## src/source/fp_pkg.sv

```systemverilog
package fp_pkg;

    // binary32 field sizes
    localparam int exp_width  = 8;
    localparam int frac_width = 23;

    // fraction plus the hidden one
    localparam int man_width  = 24;

    // all-ones biased exponent
    // marks overflow and builds infinity
    localparam logic [exp_width-1:0] exp_max = 8'd255;

    // register stages from in_valid to out_valid
    localparam int pipe_depth = 3;

    // operation select
    // codes 2 and 3 do nothing and give +0
    typedef enum logic [1:0] {
        fp_add   = 2'd0,
        fp_sub   = 2'd1,
        fp_nop_2 = 2'd2,
        fp_nop_3 = 2'd3
    } fp_op_e;

    // sign, exponent, fraction
    typedef logic [exp_width+frac_width:0] fp_word_t;

endpackage
```

## src/source/fp_addsub_top.sv

```systemverilog
`timescale 1ns/1ns

module fp_addsub_top (
    input  logic             clk,
    input  logic             arst_n,
    input  logic             in_valid,
    input  fp_pkg::fp_op_e   op,
    input  fp_pkg::fp_word_t float_a,
    input  fp_pkg::fp_word_t float_b,
    output logic             out_valid,
    output fp_pkg::fp_word_t float_ans,
    output logic             overflow,
    output logic             underflow
);

    import fp_pkg::*;

    // operand stage outputs
    logic                 s1_valid;
    logic [exp_width-1:0] big_exp;
    logic [exp_width-1:0] small_exp;
    logic [man_width-1:0] big_man;
    logic [man_width-1:0] small_man;
    logic                 s1_res_sign;
    logic                 eff_sub;
    logic                 s1_res_zero;

    // align and add outputs
    logic                 s2_valid;
    logic [man_width:0]   sum_man;
    logic [exp_width-1:0] sum_exp;
    logic                 s2_res_sign;
    logic                 s2_res_zero;

    // unpack, order, sign decision
    fp_operand_stage fp_operand_stage_i (
        .clk       (clk),
        .arst_n    (arst_n),
        .in_valid  (in_valid),
        .op        (op),
        .float_a   (float_a),
        .float_b   (float_b),
        .s1_valid  (s1_valid),
        .big_exp   (big_exp),
        .small_exp (small_exp),
        .big_man   (big_man),
        .small_man (small_man),
        .res_sign  (s1_res_sign),
        .eff_sub   (eff_sub),
        .res_zero  (s1_res_zero)
    );

    // align, round the small operand, add or subtract
    fp_align_add fp_align_add_i (
        .clk        (clk),
        .arst_n     (arst_n),
        .s1_valid   (s1_valid),
        .big_exp    (big_exp),
        .small_exp  (small_exp),
        .big_man    (big_man),
        .small_man  (small_man),
        .res_sign   (s1_res_sign),
        .eff_sub    (eff_sub),
        .res_zero   (s1_res_zero),
        .s2_valid   (s2_valid),
        .sum_man    (sum_man),
        .sum_exp    (sum_exp),
        .res_sign_q (s2_res_sign),
        .res_zero_q (s2_res_zero)
    );

    // normalize, special cases, output register
    fp_normalize fp_normalize_i (
        .clk       (clk),
        .arst_n    (arst_n),
        .s2_valid  (s2_valid),
        .sum_man   (sum_man),
        .sum_exp   (sum_exp),
        .res_sign  (s2_res_sign),
        .res_zero  (s2_res_zero),
        .out_valid (out_valid),
        .float_ans (float_ans),
        .overflow  (overflow),
        .underflow (underflow)
    );

endmodule

```

## src/source/fp_normalize.sv

```systemverilog
`timescale 1ns/1ns

module fp_normalize (
    input  logic                                clk,
    input  logic                                arst_n,
    input  logic                                s2_valid,
    input  logic [fp_pkg::man_width:0]          sum_man,
    input  logic [fp_pkg::exp_width-1:0]        sum_exp,
    input  logic                                res_sign,
    input  logic                                res_zero,
    output logic                                out_valid,
    output fp_pkg::fp_word_t                    float_ans,
    output logic                                overflow,
    output logic                                underflow
);

    import fp_pkg::*;

    // or-fold stages, ones fill down from the top set bit
    logic [31:0] fold0;
    logic [31:0] fold1;
    logic [31:0] fold2;
    logic [31:0] fold3;
    logic [31:0] fold4;
    logic [31:0] fold5;

    // population count of the folded word
    logic [31:0] pop1;
    logic [31:0] pop2;
    logic [31:0] pop3;
    logic [31:0] pop4;
    logic [31:0] pop5;

    // leading zeros within 24 bits, 24 for a zero sum
    logic [5:0] lz;

    logic                        carry;
    logic [man_width-1:0]        norm_man;
    // two extra bits so underflow shows as negative
    logic signed [exp_width+1:0] exp_adj;
    logic                        zero_d;
    logic                        ovf_d;
    logic                        udf_d;
    fp_word_t                    ans_d;

    assign carry = sum_man[man_width];

    assign fold0 = {8'd0, sum_man[man_width-1:0]};
    assign fold1 = fold0 | (fold0 >> 1);
    assign fold2 = fold1 | (fold1 >> 2);
    assign fold3 = fold2 | (fold2 >> 4);
    assign fold4 = fold3 | (fold3 >> 8);
    assign fold5 = fold4 | (fold4 >> 16);

    // pairs, nibbles, bytes, then sum of bytes
    assign pop1 = fold5 - ((fold5 >> 1) & 32'h5555_5555);
    assign pop2 = ((pop1 >> 2) & 32'h3333_3333) + (pop1 & 32'h3333_3333);
    assign pop3 = ((pop2 >> 4) + pop2) & 32'h0f0f_0f0f;
    assign pop4 = pop3 + (pop3 >> 8);
    assign pop5 = pop4 + (pop4 >> 16);

    // at most 24 ones, six bits hold the count
    assign lz = 6'd24 - pop5[5:0];

    always_comb begin
        if (carry) begin
            // one step right, the dropped bit is not rounded
            norm_man = sum_man[man_width:1];
            exp_adj  = $signed({2'b00, sum_exp}) + 10'sd1;
        end else begin
            norm_man = sum_man[man_width-1:0] << lz;
            exp_adj  = $signed({2'b00, sum_exp}) - $signed({4'b0000, lz});
        end
    end

    // cancellation, nop or a sum that vanished
    assign zero_d = res_zero || (sum_man == '0);

    // zero wins over both flags
    assign ovf_d = !zero_d && (exp_adj >= $signed({2'b00, exp_max}));
    assign udf_d = !zero_d && !ovf_d && (exp_adj < 10'sd1);

    always_comb begin
        if (zero_d || udf_d) begin
            // always positive zero
            ans_d = '0;
        end else if (ovf_d) begin
            // signed infinity
            ans_d = {res_sign, exp_max, {frac_width{1'b0}}};
        end else begin
            // hidden one dropped
            ans_d = {res_sign, exp_adj[exp_width-1:0], norm_man[frac_width-1:0]};
        end
    end

    always_ff @(posedge clk or negedge arst_n) begin
        if (!arst_n) begin
            out_valid <= 1'b0;
            float_ans <= '0;
            overflow  <= 1'b0;
            underflow <= 1'b0;
        end else begin
            out_valid <= s2_valid;
            // result held until the next strobe arrives
            if (s2_valid) begin
                float_ans <= ans_d;
                overflow  <= ovf_d;
                underflow <= udf_d;
            end
        end
    end

endmodule

```

## src/source/fp_align_add.sv

```systemverilog
`timescale 1ns/1ns

module fp_align_add (
    input  logic                                clk,
    input  logic                                arst_n,
    input  logic                                s1_valid,
    input  logic [fp_pkg::exp_width-1:0]        big_exp,
    input  logic [fp_pkg::exp_width-1:0]        small_exp,
    input  logic [fp_pkg::man_width-1:0]        big_man,
    input  logic [fp_pkg::man_width-1:0]        small_man,
    input  logic                                res_sign,
    input  logic                                eff_sub,
    input  logic                                res_zero,
    output logic                                s2_valid,
    output logic [fp_pkg::man_width:0]          sum_man,
    output logic [fp_pkg::exp_width-1:0]        sum_exp,
    output logic                                res_sign_q,
    output logic                                res_zero_q
);

    import fp_pkg::*;

    // exponent gap, never negative after ordering
    logic [exp_width-1:0] diff;

    // small mantissa with room below for every bit shifted out
    logic [2*man_width+1:0] ext;
    logic [2*man_width+1:0] ext_sh;

    logic [man_width-1:0] sm_shift;
    logic                 guard_bit;
    logic                 round_bit;
    logic                 sticky_bit;
    logic                 inc;
    logic [man_width-1:0] sm_rnd;
    logic [man_width:0]   sum_d;

    assign diff = big_exp - small_exp;

    // 26 spare bits below the mantissa
    // a gap of 26 or more leaves guard clear and the top part zero
    assign ext    = {small_man, {(man_width+2){1'b0}}};
    assign ext_sh = ext >> diff;

    assign sm_shift   = ext_sh[2*man_width+1 -: man_width];
    assign guard_bit  = ext_sh[man_width+1];
    assign round_bit  = ext_sh[man_width];
    // everything below round
    assign sticky_bit = |ext_sh[man_width-1:0];

    // nearest-even on the aligned operand
    assign inc = guard_bit & (round_bit | sticky_bit | sm_shift[0]);

    // no wrap here, a shifted mantissa is below 2^23 whenever guard can be set
    assign sm_rnd = sm_shift + {{(man_width-1){1'b0}}, inc};

    // big is never smaller, the subtract does not borrow
    always_comb begin
        if (eff_sub) begin
            sum_d = {1'b0, big_man} - {1'b0, sm_rnd};
        end else begin
            sum_d = {1'b0, big_man} + {1'b0, sm_rnd};
        end
    end

    always_ff @(posedge clk or negedge arst_n) begin
        if (!arst_n) begin
            s2_valid <= 1'b0;
        end else begin
            s2_valid <= s1_valid;
        end
    end

    // sum and side info follow the strobe
    always_ff @(posedge clk) begin
        if (s1_valid) begin
            sum_man    <= sum_d;
            // exponent of big, adjusted later
            sum_exp    <= big_exp;
            res_sign_q <= res_sign;
            res_zero_q <= res_zero;
        end
    end

endmodule

```

## src/source/fp_operand_stage.sv

```systemverilog
`timescale 1ns/1ns

module fp_operand_stage (
    input  logic                                clk,
    input  logic                                arst_n,
    input  logic                                in_valid,
    input  fp_pkg::fp_op_e                      op,
    input  fp_pkg::fp_word_t                    float_a,
    input  fp_pkg::fp_word_t                    float_b,
    output logic                                s1_valid,
    output logic [fp_pkg::exp_width-1:0]        big_exp,
    output logic [fp_pkg::exp_width-1:0]        small_exp,
    output logic [fp_pkg::man_width-1:0]        big_man,
    output logic [fp_pkg::man_width-1:0]        small_man,
    output logic                                res_sign,
    output logic                                eff_sub,
    output logic                                res_zero
);

    import fp_pkg::*;

    // unpacked fields of both operands
    logic                  a_sign;
    logic                  b_sign;
    logic [exp_width-1:0]  a_exp;
    logic [exp_width-1:0]  b_exp;
    logic [frac_width-1:0] a_frac;
    logic [frac_width-1:0] b_frac;

    // decisions ahead of the register
    logic swap;
    logic is_nop;
    logic cancel;
    logic sign_d;
    logic eff_sub_d;

    assign a_sign = float_a[exp_width+frac_width];
    assign b_sign = float_b[exp_width+frac_width];
    assign a_exp  = float_a[frac_width +: exp_width];
    assign b_exp  = float_b[frac_width +: exp_width];
    assign a_frac = float_a[frac_width-1:0];
    assign b_frac = float_b[frac_width-1:0];

    // b becomes big only when strictly larger
    // equal magnitudes keep a in front
    assign swap = (b_exp > a_exp) || ((b_exp == a_exp) && (b_frac > a_frac));

    // mantissas subtract when op and sign difference disagree
    assign eff_sub_d = (op == fp_sub) ^ (a_sign ^ b_sign);

    // equal magnitudes under subtract cancel exactly
    assign cancel = eff_sub_d && (a_exp == b_exp) && (a_frac == b_frac);

    always_comb begin
        sign_d = 1'b0;
        is_nop = 1'b0;
        case (op)
            // add keeps the sign of the larger operand
            fp_add: sign_d = swap ? b_sign : a_sign;
            // sub flips b when b is the larger one
            fp_sub: sign_d = swap ? ~b_sign : a_sign;
            default: is_nop = 1'b1;
        endcase
    end

    // strobe
    always_ff @(posedge clk or negedge arst_n) begin
        if (!arst_n) begin
            s1_valid <= 1'b0;
        end else begin
            s1_valid <= in_valid;
        end
    end

    // ordered operands, loaded only with a strobe
    always_ff @(posedge clk) begin
        if (in_valid) begin
            big_exp   <= swap ? b_exp : a_exp;
            small_exp <= swap ? a_exp : b_exp;
            // hidden one restored, inputs are normal
            big_man   <= {1'b1, swap ? b_frac : a_frac};
            small_man <= {1'b1, swap ? a_frac : b_frac};
            res_sign  <= sign_d;
            eff_sub   <= eff_sub_d;
            res_zero  <= is_nop || cancel;
        end
    end

endmodule

```

## config.mk

```make
export PLATFORM = sky130hd
export DESIGN_NAME = fp_addsub_top
export DESIGN_NICKNAME = d
export VERILOG_FILES = /design/src/source/fp_pkg.sv /design/src/source/fp_addsub_top.sv /design/src/source/fp_normalize.sv /design/src/source/fp_align_add.sv /design/src/source/fp_operand_stage.sv
export SDC_FILE = /design/constraint.sdc
export NUM_CORES = 1
export LEC_CHECK = 0
export ABC_AREA = 1
export ABC_CLOCK_PERIOD_IN_PS = 9070
export BUFFER_PORTS_ARGS = -buffer_cell sky130_fd_sc_hd__buf_2
export CORE_ASPECT_RATIO = 1.2
export CORE_UTILIZATION = 60
export CTS_CLUSTER_SIZE = 16
export DETAILED_ROUTE_END_ITERATION = 8
export GPL_TIMING_DRIVEN = 0
export PLACE_DENSITY = 0.83
export SLEW_MARGIN = 25
export SYNTH_ARGS = -nofsm -noshare
export SYNTH_HDL_FRONTEND = slang
export SYNTH_HIERARCHICAL = 1
export SYNTH_SLANG_ARGS = --single-unit
export TNS_END_PERCENT = 20
```

## constraint.sdc

```tcl
create_clock -name clk -period 9.07 [get_ports clk]
set_input_delay 1.814 -clock clk [delete_from_list [all_inputs] [get_ports clk]]
set_output_delay 1.814 -clock clk [all_outputs]
set_load 0.01 [all_outputs]
```

==> results of run 1 <==
## registers in the layout (all words and copies together), names as in the netlist, 8 cells and up
signal and count:
fp_operand_stage_i/big_exp 8, fp_normalize_i/float_ans 32, fp_operand_stage_i/small_exp 8, fp_align_add_i/sum_exp 8
fp_operand_stage_i/big_man 23, fp_align_add_i/sum_man 25, fp_operand_stage_i/small_man 23
## metal layers
layer  wire length (um)  track usage (%)
met1              18200             42.2
met5                  0                0
met2              23400             65.1
met4               2500             19.3
met3               3120             4.66
## cell usage after synthesis (5+ instances only)
cell / number / area, um^2
buf_6: 13 / 146
edfxtp_1: 100 / 3000
a21oi_2: 5 / 43.8
ha_1: 133 / 1660
o21ai_2: 13 / 114
buf_2: 13 / 65.1
nand3_1: 296 / 1480
buf_1: 6 / 22.5
nand2_1: 670 / 2510
o21bai_1: 6 / 45.0
xnor2_1: 18 / 158
dfrtp_1: 37 / 926
a31oi_1: 9 / 56.3
o32ai_1: 7 / 61.3
o21ai_1: 9 / 45.0
nand3b_1: 8 / 60.1
inv_2: 20 / 75.1
xor2_1: 48 / 420
nand2_2: 26 / 163
nor2_8: 5 / 100
clkinv_1: 9 / 33.8
nor2_1: 150 / 563
a21oi_1: 80 / 400
o22ai_1: 11 / 68.8
nor3_1: 17 / 85.1
fa_1: 15 / 300
nand4_1: 38 / 238
o21ai_0: 111 / 556
nand2_4: 6 / 67.6
nand3_2: 17 / 170
inv_1: 235 / 882
clkbuf_1: 35 / 131
nor2_2: 13 / 81.3
## repair_timing
item,CTS,global route
gates resized for setup,7,22
buffers inserted,3,11
pin swaps,2,4
endpoints found under the setup margin,34,34
## worst min-delay path by stage
stage / start / end / depth (start not counted)
after floorplan: fp_operand_stage_i/res_sign$_DFFE_PP_ / fp_align_add_i/res_sign_q$_DFFE_PP_ / 0
after global placement: fp_operand_stage_i/res_zero$_DFFE_PP_ / fp_align_add_i/res_zero_q$_DFFE_PP_ / 0
after detailed placement: fp_operand_stage_i/res_sign$_DFFE_PP_ / fp_align_add_i/res_sign_q$_DFFE_PP_ / 0
after CTS: fp_operand_stage_i/res_sign$_DFFE_PP_ / fp_align_add_i/res_sign_q$_DFFE_PP_ / 0
after global routing: fp_operand_stage_i/res_sign$_DFFE_PP_ / fp_align_add_i/res_sign_q$_DFFE_PP_ / 0
final: fp_operand_stage_i/res_sign$_DFFE_PP_ / fp_align_add_i/res_sign_q$_DFFE_PP_ / 0
## layout make-up
class                      count  area (um^2)  area share, %
clock buffer                  22          508           2.98
sequential                   137         3930           23.1
inverter                     264         1000           5.88
clock inverter                10          101          0.595
tap                          325          407           2.39
multi-input combinational   1758        10000           59.0
timing repair buffer         117          621           3.64
buffer                        71          422           2.48
## cell families (layout without fill, tap and decap cells)
| logic type | after synthesis | after routing | synth area share (%) |
|---|---|---|---|
| compound gates | 277 | 277 | 10.6 |
| xor+xnor | 71 | 71 | 4.39 |
| fa+ha+maj | 148 | 148 | 12.9 |
| buf+inv | 337 | 484 | 9.25 |
| flops | 137 | 137 | 25.7 |
| other cells | 1 | 2 | 0.0245 |
| simple gates | 1260 | 1260 | 37.2 |
## per-stage QoR
stage                     area (um^2)  hold slack, ps  utilization [%]  setup slack (ps)  TNS (ps)
after CTS                       16900             438             68.0              67.9         0
after global routing            17000             445             68.6             -64.3      -722
after floorplan                 15300             400                -              1080         0
final                           17000             435             68.6               342         0
after detailed placement        16200             415             65.3             -1270    -39880
after global placement          16200             403             65.3             -1200    -37830
==> impl_metrics.py, run 1 <==
metrics = {
    "critical_path": {
        "cp_common_cell": "nand2_1",
        "reg2reg_from": "fp_align_add_i/sum_man[23]$_DFFE_PP_",
        "cp_top_family": "adder cells",
        "cp.arrival_ps": 9030,
        "path_class": "reg -> reg",
        "critPathRequiredTime_ps": 9370,
        "end_kind": "register",
        "slowest_stage": "fa_1",
        "crit_start": "fp_align_add_i/sum_man[23]$_DFFE_PP_",
        "worstSetupEndpoint": "fp_normalize_i/float_ans[5]$_DFFE_PN0P_",
        "rr_worst_depth": 47,
        "cp.depth": 47,
        "worstPathMaxFanout": 10,
        "rrSetupSlack_ps": 340,
        "startpoint_type": "register",
        "reg2reg_to": "fp_normalize_i/float_ans[5]$_DFFE_PN0P_",
        "cp_num_buf_inv": 7,
        "critPathMaxStageDelay_ps": 610,
    },
    "die": {
        "num_rows": 63,
        "coreArea_mm2": 0.0248,
        "die-height_um": 177,
        "die_area_mm2": 0.0261,
        "die_w_um": 148,
        "floorplan.initialDensity_pct": 61.6,
        "io_pins": 104,
    },
    "cts": {
        "cts.clk_slew.worst_paths_ps": 60,
        "cts_made_buffers": 17,
        "cts_hold_buf": 0,
        "cts.sinks": 137,
        "clk_latency_ps": 430,
        "cts_tree": "yes",
        "cts-htree-levels": 4,
        "clock-root-buffer": "clkbuf_16",
        "clock_path_buffers": 2,
    },
    "logic_synthesis": {
        "avgSynthCellArea_um2": 6.85,
        "async_flop_share_pct": 27.0,
        "synth-edff-count": 100,
        "syn_area_mm2": 0.0153,
        "synth-seq-cells": 137,
        "netlist_instances": 2231,
        "synth_top_flop_cell": "edfxtp_1",
        "synth.yosys.seq_area_share_pct": 25.7,
        "yosys_warnings": 6,
        "ys_types": 62,
    },
    "routing": {
        "drt_iter0_markers": 1228,
        "antenna_left": 0,
        "drc": 0,
        "wl_per_cell_um": 17.5,
        "via_per_inst": 5.88,
        "vias": 15900,
        "drt-total-wl_um": 47300,
        "drt-pass1-iter-count": 8,
    },
    "global_route": {
        "grt_pass1_wl_um": 74400,
        "grt_antenna_before_repair": 0,
        "grt_pass1_vias": 15200,
        "overflow": 0,
        "track_usage_pct": 36.4,
        "grt_max_degree": 67,
    },
    "status": {
        "status": "complete, no violations",
    },
    "timing": {
        "slew_violations": 0,
        "worst_slew_pin_slew_ps": 811,
        "clock_skew_ps": 24.1,
        "timing.fmax_mhz": 115,
        "hold_viol": 0,
        "period_share_pct": 96.2,
        "period_needed_ps": 8730,
        "timing.slew.headroom_pct": 46.0,
        "setup_viol": 0,
    },
    "place": {
        "detailed_place_hpwl_um": 38800,
        "gp_congestion": 1.00,
        "dp_cells": 2660,
        "io_buffer_count": 103,
    },
    "layout": {
        "nFillCells": 2159,
        "drive_gt1_share_pct": 13.5,
        "layout_commonest_cell": "nand2_1",
        "fin_cells": 2704,
        "layout_common_cells": "nand2_1, nand3_1, inv_1",
        "n_antenna_cell": 0,
        "fin_nets": 2583,
        "areaGrowthSynthToFinish_pct": 11.4,
    },
    "hold_path": {
        "hold_path_class": "reg -> reg",
    },
    "job": {
        "cap_violations": 0,
    },
}
Power of run 1 is left out: the tool's default activity adds up to more than one toggle a clock period on the data nets, which glitch-free logic cannot reach.
==> inputs of run 2 (changes only) <==
--- a/config.mk
+++ b/config.mk
@@ -5,7 +5,6 @@
 export SDC_FILE = /design/constraint.sdc
 export NUM_CORES = 1
 export LEC_CHECK = 0
-export ABC_AREA = 1
 export ABC_CLOCK_PERIOD_IN_PS = 9070
 export BUFFER_PORTS_ARGS = -buffer_cell sky130_fd_sc_hd__buf_2
 export CORE_ASPECT_RATIO = 1.2
==> impl_metrics.py, run 2 <==
metrics = {
    "job": {
        "cap_violations": 0,
    },
    "global_route": {
        "grt_max_degree": 67,
        "track_usage_pct": 35.3,
        "grt_pass1_vias": 13900,
        "overflow": 0,
        "grt_pass1_wl_um": 71800,
        "grt_antenna_before_repair": 0,
    },
    "logic_synthesis": {
        "synth_fa_ha_area_share_pct": 12.8,
        "synth_xor_area_share_pct": 5.17,
        "synth.yosys.seq_area_share_pct": 25.5,
        "synth-edff-count": 100,
        "avgSynthCellArea_um2": 9.45,
        "yosys.area_share.simple_pct": 16.2,
        "synth_mux_area_share_pct": 15.7,
        "synth_top_family_by_area": "compound AO/OA/AOI/OAI gates",
        "synthTopCellsByCount": "ha_1, inv_1, nor2_1",
        "synth_top_area_share_pct": 19.5,
        "synth_top_flop_cell": "edfxtp_1",
        "netlist_instances": 1629,
        "netlist.top_cell.by_area": "edfxtp_1",
        "ys_types": 114,
        "synth_compound_area_share_pct": 18.2,
        "synth_area_leaders": "edfxtp_1, ha_1, dfrtp_1, mux2_2, mux2i_1",
        "async_flop_share_pct": 27.0,
        "yosys_warnings": 6,
        "syn_area_mm2": 0.0154,
        "synth-seq-cells": 137,
        "yosysMostFrequentCell": "ha_1",
    },
    "routing": {
        "drt-pass1-iter-count": 9,
        "vias": 14200,
        "drt_iter0_markers": 1171,
        "drt-total-wl_um": 47500,
        "via_per_inst": 6.64,
        "drc": 0,
        "antenna_left": 0,
        "wl_per_cell_um": 22.2,
    },
    "critical_path": {
        "worstSetupEndpoint": "fp_normalize_i/float_ans[1]$_DFFE_PN0P_",
        "cp_common_cell": "ha_4",
        "crit_start": "fp_align_add_i/sum_man[23]$_DFFE_PP_",
        "reg2reg_from": "fp_align_add_i/sum_man[23]$_DFFE_PP_",
        "startpoint_type": "register",
        "rrSetupSlack_ps": -270,
        "critPathRequiredTime_ps": 9430,
        "reg2reg_to": "fp_normalize_i/float_ans[1]$_DFFE_PN0P_",
        "path_class": "reg -> reg",
        "cp.arrival_ps": 9700,
        "critPathMaxStageDelay_ps": 550,
        "slowest_stage": "fa_1",
        "rr_worst_depth": 40,
        "worstPathMaxFanout": 7,
        "end_kind": "register",
    },
    "layout": {
        "n_antenna_cell": 0,
        "fin_area_mm2": 0.0179,
        "fin_cells": 2143,
        "areaGrowthSynthToFinish_pct": 16.5,
        "layout_common_cells": "ha_1, nor2_1, buf_2",
        "layout_commonest_cell": "ha_1",
        "nFillCells": 1826,
        "top_regs": "fp_normalize_i/float_ans: 32 flops, fp_align_add_i/sum_man: 25 flops",
        "largest_reg_flops": 32,
        "largest-register": "fp_normalize_i/float_ans",
        "drive_gt1_share_pct": 26.7,
        "fin_nets": 2022,
    },
    "die": {
        "floorplan.initialDensity_pct": 61.6,
        "coreArea_mm2": 0.0250,
        "io_pins": 104,
        "num_rows": 63,
        "die_w_um": 148,
        "die-height_um": 177,
        "die_area_mm2": 0.0263,
    },
    "timing": {
        "setup_viol": 27,
        "setup_ws_ps": -274,
        "worst_slew_pin_slew_ps": 1060,
        "grt_setup_unrepaired": "true",
        "timing.slew.headroom_pct": 28.8,
        "slew_violations": 0,
        "hold_viol": 0,
        "timing.fmax_mhz": 107,
        "period_share_pct": 103,
        "period_needed_ps": 9340,
        "clock_skew_ps": 13.9,
    },
    "cts": {
        "cts.sinks": 137,
        "cts-htree-levels": 4,
        "cts.clk_slew.worst_paths_ps": 70,
        "cts_tree": "yes",
        "cts_made_buffers": 17,
        "clock_path_buffers": 2,
        "clock-root-buffer": "clkbuf_16",
        "clk_latency_ps": 430,
    },
    "status": {
        "status": "complete, but fails checks",
        "failed_checks": "setup timing",
    },
    "place": {
        "dp_cells": 2058,
        "detailed_place_hpwl_um": 35900,
        "io_buffer_count": 103,
        "dpl_cell_area_mm2": 0.0165,
        "gp_congestion": 0.996,
    },
    "hold_path": {
        "hold_path_class": "reg -> reg",
        "min_path_cells": 0,
    },
}
## run 2: cell count changes in the layout (fill, tap and decap cells not counted), moves of 34 or more
cell,before,now
nand2_1,670,108
nand3_1,294,37
mux2i_1,0,76
inv_1,233,105
buf_4,18,63
nor2_1,147,113
xnor2_1,17,56
mux2_2,0,75
o21ai_0,110,48
## run 2: timing repair
item | in CTS | in global routing
cloned | 2 | 0
hold buffers | 0 | 0
setup buffers | 42 | 20
endpoints found under the setup margin | 34 | 42
gates resized for setup | 66 | 35
pin swaps | 47 | 46
## run 2: critical path: cells and delay by family, from the launching register on
kind	cells	cell delay, ps
adder cells (fa/ha/maj)	8	2780
AND/OR/NAND/NOR	10	2710
AO/OA/AOI/OAI	10	2090
buffers and inverters	10	920
flip-flops	1	420
XOR/XNOR	2	350
## run 2: stage by stage
step	worst slack, ps	hold slack (ps)	utilization, %	setup TNS (ps)
5_1_grt	-627	433	71.8	-17740
3_3_place_gp	-1290	412	66.0	-39870
3_5_place_dp	-1430	415	66.0	-43370
6_report	-274	423	71.8	-6140
4_1_cts	-186	424	70.6	-4440
2_1_floorplan	-173	400	-	-3520
## run 2: layout make-up
class,instances,area [um^2],area share (%)
Buffer,67,537,2.99
Timing Repair Buffer,165,998,5.57
Tap cell,325,407,2.27
Clock inverter,14,153,0.851
Inverter,119,479,2.67
Sequential cell,137,3930,21.9
Multi-Input combinational cell,1298,11000,61.3
Clock buffer,18,439,2.45
## run 2: how the worst min path moves through the flow
stage | endpoint | from | slack (ps)
after floorplan | fp_align_add_i/res_sign_q$_DFFE_PP_ | fp_operand_stage_i/res_sign$_DFFE_PP_ | 400
after global placement | fp_align_add_i/res_zero_q$_DFFE_PP_ | fp_operand_stage_i/res_zero$_DFFE_PP_ | 410
after detailed placement | fp_align_add_i/res_zero_q$_DFFE_PP_ | fp_operand_stage_i/res_zero$_DFFE_PP_ | 410
after CTS | fp_align_add_i/res_zero_q$_DFFE_PP_ | fp_operand_stage_i/res_zero$_DFFE_PP_ | 420
after global routing | fp_align_add_i/res_zero_q$_DFFE_PP_ | fp_operand_stage_i/res_zero$_DFFE_PP_ | 430
final | fp_align_add_i/res_zero_q$_DFFE_PP_ | fp_operand_stage_i/res_zero$_DFFE_PP_ | 420
## run 2: cell families after synthesis
kind of cell | after synthesis
compound gates | 395
xor+xnor | 90
fa+ha+maj | 148
buf+inv | 195
flops | 137
mux | 191
other cells | 1
simple gates | 472
## run 2: metal layers
| layer | global-route usage (%) | routed length, um | up-vias |
|---|---|---|---|
| li1 | - | - | 6474 |
| met1 | 39.5 | 17400 | 6772 |
| met2 | 62.8 | 23600 | 771 |
| met3 | 4.55 | 3010 | 218 |
| met4 | 23.3 | 3400 | 0 |
| met5 | 0 | 0 | - |
Power of run 2 is left out for the same reason.
